===== config.mk =====
export PLATFORM = sky130hd
export DESIGN_NAME = tlb_top
export DESIGN_NICKNAME = d
export VERILOG_FILES = /design/src/tlb_pkg.sv /design/src/tlb_mem_1w1r.sv /design/src/tlb_way.sv /design/src/tlb_set_array.sv /design/src/tlb_cmd_sequencer.sv /design/src/tlb_resolve_out.sv /design/src/tlb_top.sv
export SDC_FILE = /design/constraint.sdc
export NUM_CORES = 2
export LEC_CHECK = 0
export ABC_AREA = 1
export BUFFER_PORTS_ARGS = -buffer_cell sky130_fd_sc_hd__buf_2
export CAP_MARGIN = 10
export CORE_ASPECT_RATIO = 0.9
export CORE_MARGIN = 1
export CORE_UTILIZATION = 60
export DETAILED_ROUTE_END_ITERATION = 10
export PLACE_DENSITY_LB_ADDON = 0.2
export SYNTH_ARGS = -nofsm -noshare
export SYNTH_HDL_FRONTEND = slang
export SYNTH_HIERARCHICAL = 1
export SYNTH_SLANG_ARGS = --single-unit

===== constraint.sdc =====
create_clock -name clk -period 3.9 [get_ports clk]
set_input_delay 0.39 -clock clk [delete_from_list [all_inputs] [get_ports clk]]
set_output_delay 0.39 -clock clk [all_outputs]
set_load 0.02 [all_outputs]

===== src/tlb_pkg.sv =====
`default_nettype none

package tlb_pkg;

    // Sv32 address split
    localparam int VPN_W    = 20;
    localparam int PPN_W    = 22;
    localparam int OFFSET_W = 12;

    // command to the ways, one per cycle
    typedef enum logic [1:0] {
        NONE       = 2'd0,
        RESOLVE    = 2'd1,
        WRITE      = 2'd2,
        INVALIDATE = 2'd3
    } tlb_cmd_e;

    typedef enum logic [1:0] {
        LOAD  = 2'd0,
        STORE = 2'd1,
        FETCH = 2'd2
    } tlb_access_e;

    // same bit order as the low byte of a page table entry
    typedef struct packed {
        logic d;
        logic a;
        logic g;
        logic u;
        logic x;
        logic w;
        logic r;
        logic v;
    } tlb_perm_t;

    typedef struct packed {
        logic [31:0] vaddr;
        tlb_access_e access;
        logic        user;
    } tlb_lookup_t;

    typedef struct packed {
        logic [VPN_W-1:0] vpn;
        logic [PPN_W-1:0] ppn;
        tlb_perm_t        perm;
    } tlb_fill_t;

    typedef struct packed {
        logic                      hit;
        logic                      fault;
        logic [PPN_W+OFFSET_W-1:0] paddr;
    } tlb_rsp_t;

endpackage

`default_nettype wire


===== src/tlb_mem_1w1r.sv =====
`timescale 1ns/1ps
`default_nettype none

module tlb_mem_1w1r #(
    parameter int ELEMENTS_W = 4,
    parameter int WIDTH      = 8
) (
    input  wire logic                  clk,
    input  wire logic                  read,
    input  wire logic [ELEMENTS_W-1:0] read_index,
    output logic      [WIDTH-1:0]      read_data,
    input  wire logic                  write,
    input  wire logic [ELEMENTS_W-1:0] write_index,
    input  wire logic [WIDTH-1:0]      write_data
);

    localparam int ELEMENTS = 2**ELEMENTS_W;

    logic [WIDTH-1:0] storage [ELEMENTS];

    always_ff @(posedge clk) begin
        if (write) begin
            storage[write_index] <= write_data;
        end
    end

    // read data holds until the next read
    always_ff @(posedge clk) begin
        if (read) begin
            read_data <= storage[read_index];
        end
    end

endmodule

`default_nettype wire


===== src/tlb_way.sv =====
`timescale 1ns/1ps
`default_nettype none

module tlb_way import tlb_pkg::*; #(
    parameter int ENTRIES_W = 4
) (
    input  wire logic                 clk,
    input  wire logic                 rst_n,
    input  wire tlb_cmd_e             cmd,
    input  wire logic [VPN_W-1:0]     rd_vpn,
    input  wire tlb_fill_t            wr_fill,
    input  wire logic [ENTRIES_W-1:0] inv_index,
    output logic                      hit,
    output logic      [PPN_W-1:0]     ppn,
    output tlb_perm_t                 perm
);

    localparam int VTAG_W = VPN_W - ENTRIES_W;

    // vpn = {vtag, set index}
    logic [ENTRIES_W-1:0] rd_index;
    logic [VTAG_W-1:0]    rd_vtag;
    logic [ENTRIES_W-1:0] wr_index;
    logic [VTAG_W-1:0]    wr_vtag;

    logic                 do_read;
    logic                 do_write;
    logic                 perm_write;
    logic [ENTRIES_W-1:0] perm_wr_index;
    tlb_perm_t            perm_wr_data;

    logic [VTAG_W-1:0]    vtag_rd;
    logic [VTAG_W-1:0]    held_vtag;
    logic                 read_done;

    assign rd_index = rd_vpn[ENTRIES_W-1:0];
    assign rd_vtag  = rd_vpn[VPN_W-1:ENTRIES_W];
    assign wr_index = wr_fill.vpn[ENTRIES_W-1:0];
    assign wr_vtag  = wr_fill.vpn[VPN_W-1:ENTRIES_W];

    assign do_read    = (cmd == RESOLVE);
    assign do_write   = (cmd == WRITE);
    assign perm_write = do_write || (cmd == INVALIDATE);

    // invalidate clears the whole access tag, v included
    assign perm_wr_index = (cmd == INVALIDATE) ? inv_index : wr_index;
    assign perm_wr_data  = (cmd == INVALIDATE) ? '0 : wr_fill.perm;

    tlb_mem_1w1r #(.ELEMENTS_W(ENTRIES_W), .WIDTH(PPN_W)) i_ppn_mem (
        .clk         (clk),
        .read        (do_read),
        .read_index  (rd_index),
        .read_data   (ppn),
        .write       (do_write),
        .write_index (wr_index),
        .write_data  (wr_fill.ppn)
    );

    tlb_mem_1w1r #(.ELEMENTS_W(ENTRIES_W), .WIDTH(VTAG_W)) i_vtag_mem (
        .clk         (clk),
        .read        (do_read),
        .read_index  (rd_index),
        .read_data   (vtag_rd),
        .write       (do_write),
        .write_index (wr_index),
        .write_data  (wr_vtag)
    );

    tlb_mem_1w1r #(.ELEMENTS_W(ENTRIES_W), .WIDTH(8)) i_perm_mem (
        .clk         (clk),
        .read        (do_read),
        .read_index  (rd_index),
        .read_data   (perm),
        .write       (perm_write),
        .write_index (perm_wr_index),
        .write_data  (perm_wr_data)
    );

    // tag of the address being resolved, compared one cycle later
    always_ff @(posedge clk) begin
        if (do_read) begin
            held_vtag <= rd_vtag;
        end
    end

    // no hit before the first read after reset
    always_ff @(posedge clk) begin
        if (!rst_n) begin
            read_done <= 1'b0;
        end else if (do_read) begin
            read_done <= 1'b1;
        end
    end

    assign hit = read_done && perm.v && (vtag_rd == held_vtag);

endmodule

`default_nettype wire


===== src/tlb_set_array.sv =====
`timescale 1ns/1ps
`default_nettype none

module tlb_set_array import tlb_pkg::*; #(
    parameter int ENTRIES_W = 4,
    parameter int WAYS_W    = 2
) (
    input  wire logic                 clk,
    input  wire logic                 rst_n,
    input  wire tlb_cmd_e             cmd,
    input  wire logic [VPN_W-1:0]     rd_vpn,
    input  wire tlb_fill_t            wr_fill,
    input  wire logic [ENTRIES_W-1:0] inv_index,
    output logic                      hit,
    output logic      [PPN_W-1:0]     ppn,
    output tlb_perm_t                 perm
);

    localparam int WAYS = 2**WAYS_W;

    logic [WAYS_W-1:0] victim_ptr;

    tlb_cmd_e          way_cmd  [WAYS];
    logic [WAYS-1:0]   way_hit;
    logic [PPN_W-1:0]  way_ppn  [WAYS];
    tlb_perm_t         way_perm [WAYS];

    // round-robin refill
    always_ff @(posedge clk) begin
        if (!rst_n) begin
            victim_ptr <= '0;
        end else if (cmd == WRITE) begin
            victim_ptr <= victim_ptr + 1'b1;
        end
    end

    for (genvar w = 0; w < WAYS; w++) begin : g_way
        // write only reaches the victim, the rest see every command
        assign way_cmd[w] = (cmd == WRITE && victim_ptr != WAYS_W'(w)) ? NONE : cmd;

        tlb_way #(.ENTRIES_W(ENTRIES_W)) i_way (
            .clk       (clk),
            .rst_n     (rst_n),
            .cmd       (way_cmd[w]),
            .rd_vpn    (rd_vpn),
            .wr_fill   (wr_fill),
            .inv_index (inv_index),
            .hit       (way_hit[w]),
            .ppn       (way_ppn[w]),
            .perm      (way_perm[w])
        );
    end

    // walk downward so the lowest hitting way wins
    always_comb begin
        hit  = 1'b0;
        ppn  = way_ppn[0];
        perm = way_perm[0];
        for (int i = WAYS - 1; i >= 0; i--) begin
            if (way_hit[i]) begin
                hit  = 1'b1;
                ppn  = way_ppn[i];
                perm = way_perm[i];
            end
        end
    end

    // refill only follows a miss, so a page never lives in two ways
    a_single_way_hit : assert property (
        @(posedge clk) disable iff (!rst_n) $onehot0(way_hit)
    ) else $error("more than one way hit: %b", way_hit);

endmodule

`default_nettype wire


===== src/tlb_cmd_sequencer.sv =====
`timescale 1ns/1ps
`default_nettype none

module tlb_cmd_sequencer import tlb_pkg::*; #(
    parameter int ENTRIES_W = 4
) (
    input  wire logic                 clk,
    input  wire logic                 rst_n,
    input  wire logic                 lookup_valid,
    input  wire tlb_lookup_t          lookup,
    input  wire logic                 fill_valid,
    input  wire tlb_fill_t            fill,
    input  wire logic                 flush,
    output logic                      busy,
    output tlb_cmd_e                  cmd,
    output logic      [VPN_W-1:0]     rd_vpn,
    output tlb_fill_t                 wr_fill,
    output logic      [ENTRIES_W-1:0] inv_index,
    output logic                      resolve_issue
);

    logic [ENTRIES_W-1:0] flush_cnt;

    // reset starts the same walk a flush does
    always_ff @(posedge clk) begin
        if (!rst_n) begin
            busy      <= 1'b1;
            flush_cnt <= '0;
        end else if (busy) begin
            flush_cnt <= flush_cnt + 1'b1;
            if (flush_cnt == '1) begin
                busy <= 1'b0;
            end
        end else if (flush) begin
            busy      <= 1'b1;
            flush_cnt <= '0;
        end
    end

    always_comb begin
        if (busy) begin
            cmd = INVALIDATE;
        end else if (fill_valid) begin
            cmd = WRITE;
        end else if (lookup_valid) begin
            cmd = RESOLVE;
        end else begin
            cmd = NONE;
        end
    end

    assign resolve_issue = (cmd == RESOLVE);
    assign rd_vpn        = lookup.vaddr[31:OFFSET_W];
    assign wr_fill       = fill;
    assign inv_index     = flush_cnt;

    // requester rules
    a_one_strobe : assert property (
        @(posedge clk) disable iff (!rst_n) $onehot0({lookup_valid, fill_valid, flush})
    ) else $error("more than one strobe in a cycle");

    a_idle_while_busy : assert property (
        @(posedge clk) disable iff (!rst_n) busy |-> !(lookup_valid || fill_valid || flush)
    ) else $error("strobe issued while the flush walk runs");

endmodule

`default_nettype wire


===== src/tlb_resolve_out.sv =====
`timescale 1ns/1ps
`default_nettype none

module tlb_resolve_out import tlb_pkg::*; (
    input  wire logic             clk,
    input  wire logic             rst_n,
    input  wire logic             resolve_issue,
    input  wire tlb_lookup_t      lookup,
    input  wire logic             hit,
    input  wire logic [PPN_W-1:0] ppn,
    input  wire tlb_perm_t        perm,
    output logic                  rsp_valid,
    output tlb_rsp_t              rsp
);

    logic                pending;
    logic [OFFSET_W-1:0] offset_q;
    tlb_access_e         access_q;
    logic                user_q;
    logic                access_fault;

    always_ff @(posedge clk) begin
        if (!rst_n) begin
            pending <= 1'b0;
        end else begin
            pending <= resolve_issue;
        end
    end

    // request fields, lined up with the way read data
    always_ff @(posedge clk) begin
        if (resolve_issue) begin
            offset_q <= lookup.vaddr[OFFSET_W-1:0];
            access_q <= lookup.access;
            user_q   <= lookup.user;
        end
    end

    // store needs dirty set as well as w
    always_comb begin
        case (access_q)
            LOAD:    access_fault = !perm.r;
            STORE:   access_fault = !(perm.w && perm.d);
            FETCH:   access_fault = !perm.x;
            default: access_fault = 1'b1;
        endcase
    end

    assign rsp_valid = pending;
    assign rsp.hit   = hit;
    // no SUM, so supervisor on a user page faults too
    assign rsp.fault = hit && ((user_q != perm.u) || !perm.a || access_fault);
    assign rsp.paddr = {ppn, offset_q};

endmodule

`default_nettype wire


===== src/tlb_top.sv =====
`timescale 1ns/1ps
`default_nettype none

module tlb_top import tlb_pkg::*; #(
    parameter int ENTRIES_W = 4,
    parameter int WAYS_W    = 2
) (
    input  wire logic        clk,
    input  wire logic        rst_n,
    input  wire logic        lookup_valid,
    input  wire tlb_lookup_t lookup,
    input  wire logic        fill_valid,
    input  wire tlb_fill_t   fill,
    input  wire logic        flush,
    output logic             busy,
    output logic             rsp_valid,
    output tlb_rsp_t         rsp
);

    tlb_cmd_e             cmd;
    logic [VPN_W-1:0]     rd_vpn;
    tlb_fill_t            wr_fill;
    logic [ENTRIES_W-1:0] inv_index;
    logic                 resolve_issue;

    logic                 hit;
    logic [PPN_W-1:0]     ppn;
    tlb_perm_t            perm;

    tlb_cmd_sequencer #(.ENTRIES_W(ENTRIES_W)) i_cmd_sequencer (
        .clk           (clk),
        .rst_n         (rst_n),
        .lookup_valid  (lookup_valid),
        .lookup        (lookup),
        .fill_valid    (fill_valid),
        .fill          (fill),
        .flush         (flush),
        .busy          (busy),
        .cmd           (cmd),
        .rd_vpn        (rd_vpn),
        .wr_fill       (wr_fill),
        .inv_index     (inv_index),
        .resolve_issue (resolve_issue)
    );

    tlb_set_array #(.ENTRIES_W(ENTRIES_W), .WAYS_W(WAYS_W)) i_set_array (
        .clk       (clk),
        .rst_n     (rst_n),
        .cmd       (cmd),
        .rd_vpn    (rd_vpn),
        .wr_fill   (wr_fill),
        .inv_index (inv_index),
        .hit       (hit),
        .ppn       (ppn),
        .perm      (perm)
    );

    tlb_resolve_out i_resolve_out (
        .clk           (clk),
        .rst_n         (rst_n),
        .resolve_issue (resolve_issue),
        .lookup        (lookup),
        .hit           (hit),
        .ppn           (ppn),
        .perm          (perm),
        .rsp_valid     (rsp_valid),
        .rsp           (rsp)
    );

endmodule

`default_nettype wire


Word level (Yosys, flattened, before mapping)
Memory sizes are Yosys's and may differ from the RTL's. A register that Yosys moved wholly into a read port is not among the register bits.
Index checks and enable logic that the tools add are counted.
{ "totals": {"reg_bits": 91, "mem_bits_rw": 2944, "output_inout_bits": 38, "n_memories": 12} }
{ "classes": {"add_sub_neg": 2, "n_eq_ne": 25, "muxes": 49, "n_reduce_logical": 27} }
{ "mem_list": {"columns": ["name", "words", "word_bits", "read_ports", "rd_clocked_by_memory_dff", "wr", "line", "text"], "rows": [
  ["i_set_array.g_way[0].i_way.i_ppn_mem.storage", 16, 22, 1, 1, 1, "tlb_mem_1w1r.sv:19", "logic [WIDTH-1:0] storage [ELEMENTS];"],
  ["i_set_array.g_way[1].i_way.i_ppn_mem.storage", 16, 22, 1, 1, 1, "tlb_mem_1w1r.sv:19", null],
  ["i_set_array.g_way[2].i_way.i_ppn_mem.storage", 16, 22, 1, 1, 1, "tlb_mem_1w1r.sv:19", null],
  ["i_set_array.g_way[3].i_way.i_ppn_mem.storage", 16, 22, 1, 1, 1, "tlb_mem_1w1r.sv:19", null],
  ["i_set_array.g_way[0].i_way.i_vtag_mem.storage", 16, 16, 1, 1, 1, "tlb_mem_1w1r.sv:19", null],
  ["i_set_array.g_way[1].i_way.i_vtag_mem.storage", 16, 16, 1, 1, 1, "tlb_mem_1w1r.sv:19", null],
  ["6 more memories", null, null, null, null, null, null, null]
]} }
{ "op_table": {"columns": ["cell", "count"], "rows": [
  ["$mux W22", 4],
  ["$eq A16 B16 Y1", 4],
  ["$mux W8", 8],
  ["$mux W1", 24],
  ["$mux W4", 6],
  ["$eq A2 B2 Y1 const B", 10],
  ["$logic_and A1 B1 Y1", 14],
  ["$eq A2 B1 Y1 const B", 6],
  ["$mux W2", 6],
  ["$logic_or A1 B1 Y1", 6],
  ["$add A4 B1 Y4 const B", 1],
  ["$eq A4 B4 Y1 const B", 1],
  ["$logic_not A1 Y1", 4],
  ["$ne A2 B2 Y1 const B", 2],
  ["$reduce_bool A2 Y1", 2],
  ["$pmux W1 S3", 1],
  ["$add A2 B1 Y2 const B", 1],
  ["$logic_not A2 Y1", 1],
  ["$ne A2 B1 Y1 const B", 1],
  ["$ne A1 B1 Y1", 1]
]} }

Logic depth before layout (Yosys ltp)
{ "depth": {"depth_word": 11, "depth_mapped": 22, "depth_no_buf": 21} }

Cells and area by module
Netlist, hierarchy kept.
{ "modules_own_cells": {"columns": ["module", "n_inst", "cells_each", "area_each_um2"], "rows": [
  ["tlb_mem_1w1r (i_set_array.g_way[0].i_way.i_ppn_mem ...)", 4, 1466, 15870.2],
  ["tlb_mem_1w1r (i_set_array.g_way[0].i_way.i_vtag_mem ...)", 4, 1074, 11541.1],
  ["tlb_mem_1w1r (i_set_array.g_way[0].i_way.i_perm_mem ...)", 4, 551, 5846.9],
  ["tlb_way", 4, 131, 963.4],
  ["tlb_set_array", 1, 418, 1964.4],
  ["tlb_cmd_sequencer", 1, 104, 775.7],
  ["tlb_resolve_out", 1, 58, 719.4]
]} }

Worst setup path after synthesis
No wires, ideal clock.
{ "synth_path": {"kind": "reg2reg", "startpoint": "reg i_cmd_sequencer.busy", "endpoint": "mem i_set_array/g_way[0].i_way/i_ppn_mem/storage[12][0] (netlist name), enable pin", "setup_ps": 401, "t_arrival_ps": 2604, "required_time_ps": 3499, "setup_slack_ps": 895, "stages_incl_launch_ff": 10, "period_less_slack_ps": 3005, "path_cell_list": "dfxtp_1 > inv_2 > o21ai_0 > buf_2 > nor2_1 > nor2_1 > inv_1 > nor2_1 > nand3_1 > nor2_1"} }
{ "synth_lines": {"columns": ["item", "line", "text"], "rows": [
  ["start: declaration", "tlb_cmd_sequencer.sv:14", "output logic busy,"],
  ["start signal: assignment", "tlb_cmd_sequencer.sv:27", "busy <= 1'b1;"],
  ["start signal: assignment", "tlb_cmd_sequencer.sv:32", "busy <= 1'b0;"],
  ["start signal: assignment", "tlb_cmd_sequencer.sv:35", "busy <= 1'b1;"],
  ["end: declaration", "tlb_mem_1w1r.sv:19", null]
]} }

==> qor.txt <==
Status - finished clean
Initial Util - 60.43%
PwrDens - 468.3 nW/um^2
Total grt overflow - 0
Max VDD drop - 0.5346 mV
Area occupied by multi-input gates - 29230 sq um
Worst hold slack - 0.09659 ns
CP Capture Type - output port
Post-route minimum period - 3.722 ns
Worst r2r path cells - 10
Placement Rows - 166
Clock Power Share - 41.6%
Die height - 456.0 microns
Clk_skew - 0.04999 ns
Max Root-Sink Buffers - 4
Max-Cap Viols - 0
Antenna Violating Nets Remaining - 0
Total vias in the final route - 92.06k
Largest net degree at the start of global routing - 178
Post-Syn Area - 137400 sq um
Synth-to-Final Area Change - 9.693%
Routed WL per cell - 21.13 microns
Syn Area/Cell - 10.42 sq um
DRT iter0 DRCs - 11.57k
Combinational Power Share - 5.5%
Area post-placement - 140100 sq um
Final Setup Violations - 0
Final Net Count - 13.39k
Root buffer cell - clkbuf_16
Critical Path Sink - rsp[25]
Worst-Margin Slew - 1.330 ns
Max Slew Vio Count - 0
Gr usage total - 30.16%
First-pass GRT wire length - 524.1 mm
Int Pwr - 55.08 mW
PortBufs - 126
Period Utilization, post-route - 95.44%
Required @ worst endpoint - 3.51 ns
Post-Syn Instances - 13.19k
Via density - 5.558
FF-to-FF Start - i_cmd_sequencer/busy
Sw frac - 21.97%
R2R Setup Slk - 0.52 ns
CTS tree - done
Slew Limit Headroom - 11.31%
Layout cell share with drive strength beyond 1 - 7.551%
Crit Path Category - reg -> out
Worst hold stages - 1
Clock sink total - 3151
CP max FO - 22
# IOs - 128
H-Tree Depth - 5
Die W - 506.5 microns
Seq. cell area - 94500 sq um
Initial antenna violation count - 19
Placer congestion estimate - 0.8963
CORE AREA - 227400 sq um
Sequential share of power - 52.9%
Clock-pin slew on the worst setup and hold paths - 0.06 ns
Hold WC Path Type - in -> reg
Final TNS setup - 0 ns
Syn nets - 13.28k
DPL Wire Length - 205.5 mm
Crit path arrival time - 3.33 ns
Yosys warnings - 6
Critical Path Source - i_set_array/g_way[3].i_way/i_vtag_mem/read_data[0]
TritonCTS Buffers - 324
F_max - 0.2687 GHz
P_sw - 15.51 mW
Final instance area - 150700 sq um
Vias in the first global route - 88.15k
Final WL - 350.0 mm
Setup crit start kind - flip-flop
# fillers - 16.40k
Die ar. - 231000 sq um
First drt pass iteration count - 8
Clk_lat worst skew - 0.93 ns
Final Hold Fails - 0
LEAKAGE - 64.61 nW
DR DRC count - 0
[layout make-up]
cell class                 count  share of cell area [%]
tap                         3024                   2.510
multi-input combinational   6878                   19.39
clock inverter               168                  0.8931
sequential                  3151                   62.69
timing repair buffer         499                   2.737
clock buffer                 395                   5.652
inverter                    2444                   6.118
antenna                        5                0.008300
[layout by cell type (no fill, tap or decap), types with 29 or more instances in the layout]
master / count
clkbuf_16: 330
nand3_2: 29
nand3_1: 2188
a21oi_1: 35
dlygate4sd3_1: 47
clkinv_1: 80
clkinv_2: 60
buf_2: 122
nor2_2: 66
edfxtp_1: 3139
buf_12: 41
nand2_1: 4212
nor2_1: 273
buf_4: 282
clkbuf_1: 62
inv_1: 2404
[metal layers]
| metal | wire (microns) | GRT usage (%) |
|---|---|---|
| met5 | 102 | 0 |
| met4 | 12210 | 10.54 |
| met3 | 39490 | 5.881 |
| met2 | 159300 | 46.59 |
| met1 | 139000 | 42.99 |
[state kept, by name, indices dropped and copies added, names as in the netlist]
register and count:
i_cmd_sequencer/inv_index 4, i_set_array/g_way.i_way/i_vtag_mem/storage 1024, i_resolve_out/user_q 1, i_set_array/g_way.i_way/i_perm_mem/storage 448, i_set_array/g_way.i_way/i_ppn_mem/storage 1408, i_set_array/g_way.i_way/i_perm_mem/read_data 28, i_set_array/g_way.i_way/read_done 4, i_set_array/victim_ptr 2
i_resolve_out/access_q 2, i_set_array/g_way.i_way/held_vtag 64, i_set_array/g_way.i_way/i_vtag_mem/read_data 64, i_resolve_out/rsp_valid 1, i_resolve_out/offset_q 12, i_cmd_sequencer/busy 1, i_set_array/g_way.i_way/i_ppn_mem/read_data 88
[power groups by stage]
| stage | registers [mW] | clock network (mW) | logic (mW) |
|---|---|---|---|
| floorplan | 38.0 | 0 | 2.45 |
| global placement | 38.1 | 0 | 3.66 |
| detailed placement | 38.1 | 0 | 3.75 |
| CTS | 37.3 | 29.7 | 3.81 |
| global route | 37.3 | 30.9 | 4.16 |
| finish | 37.3 | 29.4 | 3.88 |
[through the flow]
stage / setup slack [ns] / util [%] / total power [mW] / cells
6_report: 0.1778 / 66.28 / 70.59 / 16560
5_1_grt: -0.001486 / 66.28 / 72.39 / 16560
3_5_place_dp: 0.3717 / 61.62 / 41.81 / 15930
3_3_place_gp: 0.3996 / 61.62 / 41.72 / 15930
4_1_cts: 0.006763 / 66.17 / 70.82 / 16550
2_1_floorplan: 0.8951 / - / 40.49 / 13190
[critical path: stages (launching register included)]
cell and delay, ns:
edfxtp_1 0.40, inv_1 0.08, nand2_1 0.05, nand2_1 0.05, nand2_1 0.05, nor2_1 0.15, nand3_1 0.15, nor2_4 0.14
buf_12 0.14, buf_6 0.15, buf_4 0.32, nand2_1 0.13, nand3_2 0.08, nand2_1 0.05, nand2_1 0.06, nand2_1 0.14
buf_2 0.20
[how the worst min path moves through the flow]
stage | to | startpoint | slack [ns]
final | i_set_array/g_way[3].i_way/i_ppn_mem/storage[1][0] | fill[8] | 0.1
after global routing | i_set_array/g_way[1].i_way/i_ppn_mem/storage[1][0] | fill[8] | 0.07
after CTS | flip-flop | fill[1] | 0.02
after detailed placement | i_set_array/g_way[1].i_way/read_done | i_set_array/g_way[1].i_way/read_done | 0.45
after global placement | i_set_array/g_way[2].i_way/read_done | i_set_array/g_way[2].i_way/read_done | 0.45
after floorplan | i_set_array/g_way[0].i_way/read_done | i_set_array/g_way[0].i_way/read_done | 0.44
[what timing repair did]
item / in CTS / in global routing
setup endpoints to repair: 6 / 23
pin swaps: 1 / 6
endpoints found under the hold margin: 186 / 0
resized for setup: 3 / 15
hold buffers: 47 / 0
cloned: 0 / 1
buffers inserted: 1 / 13
Note: power is estimated with default switching activity, not from simulation.
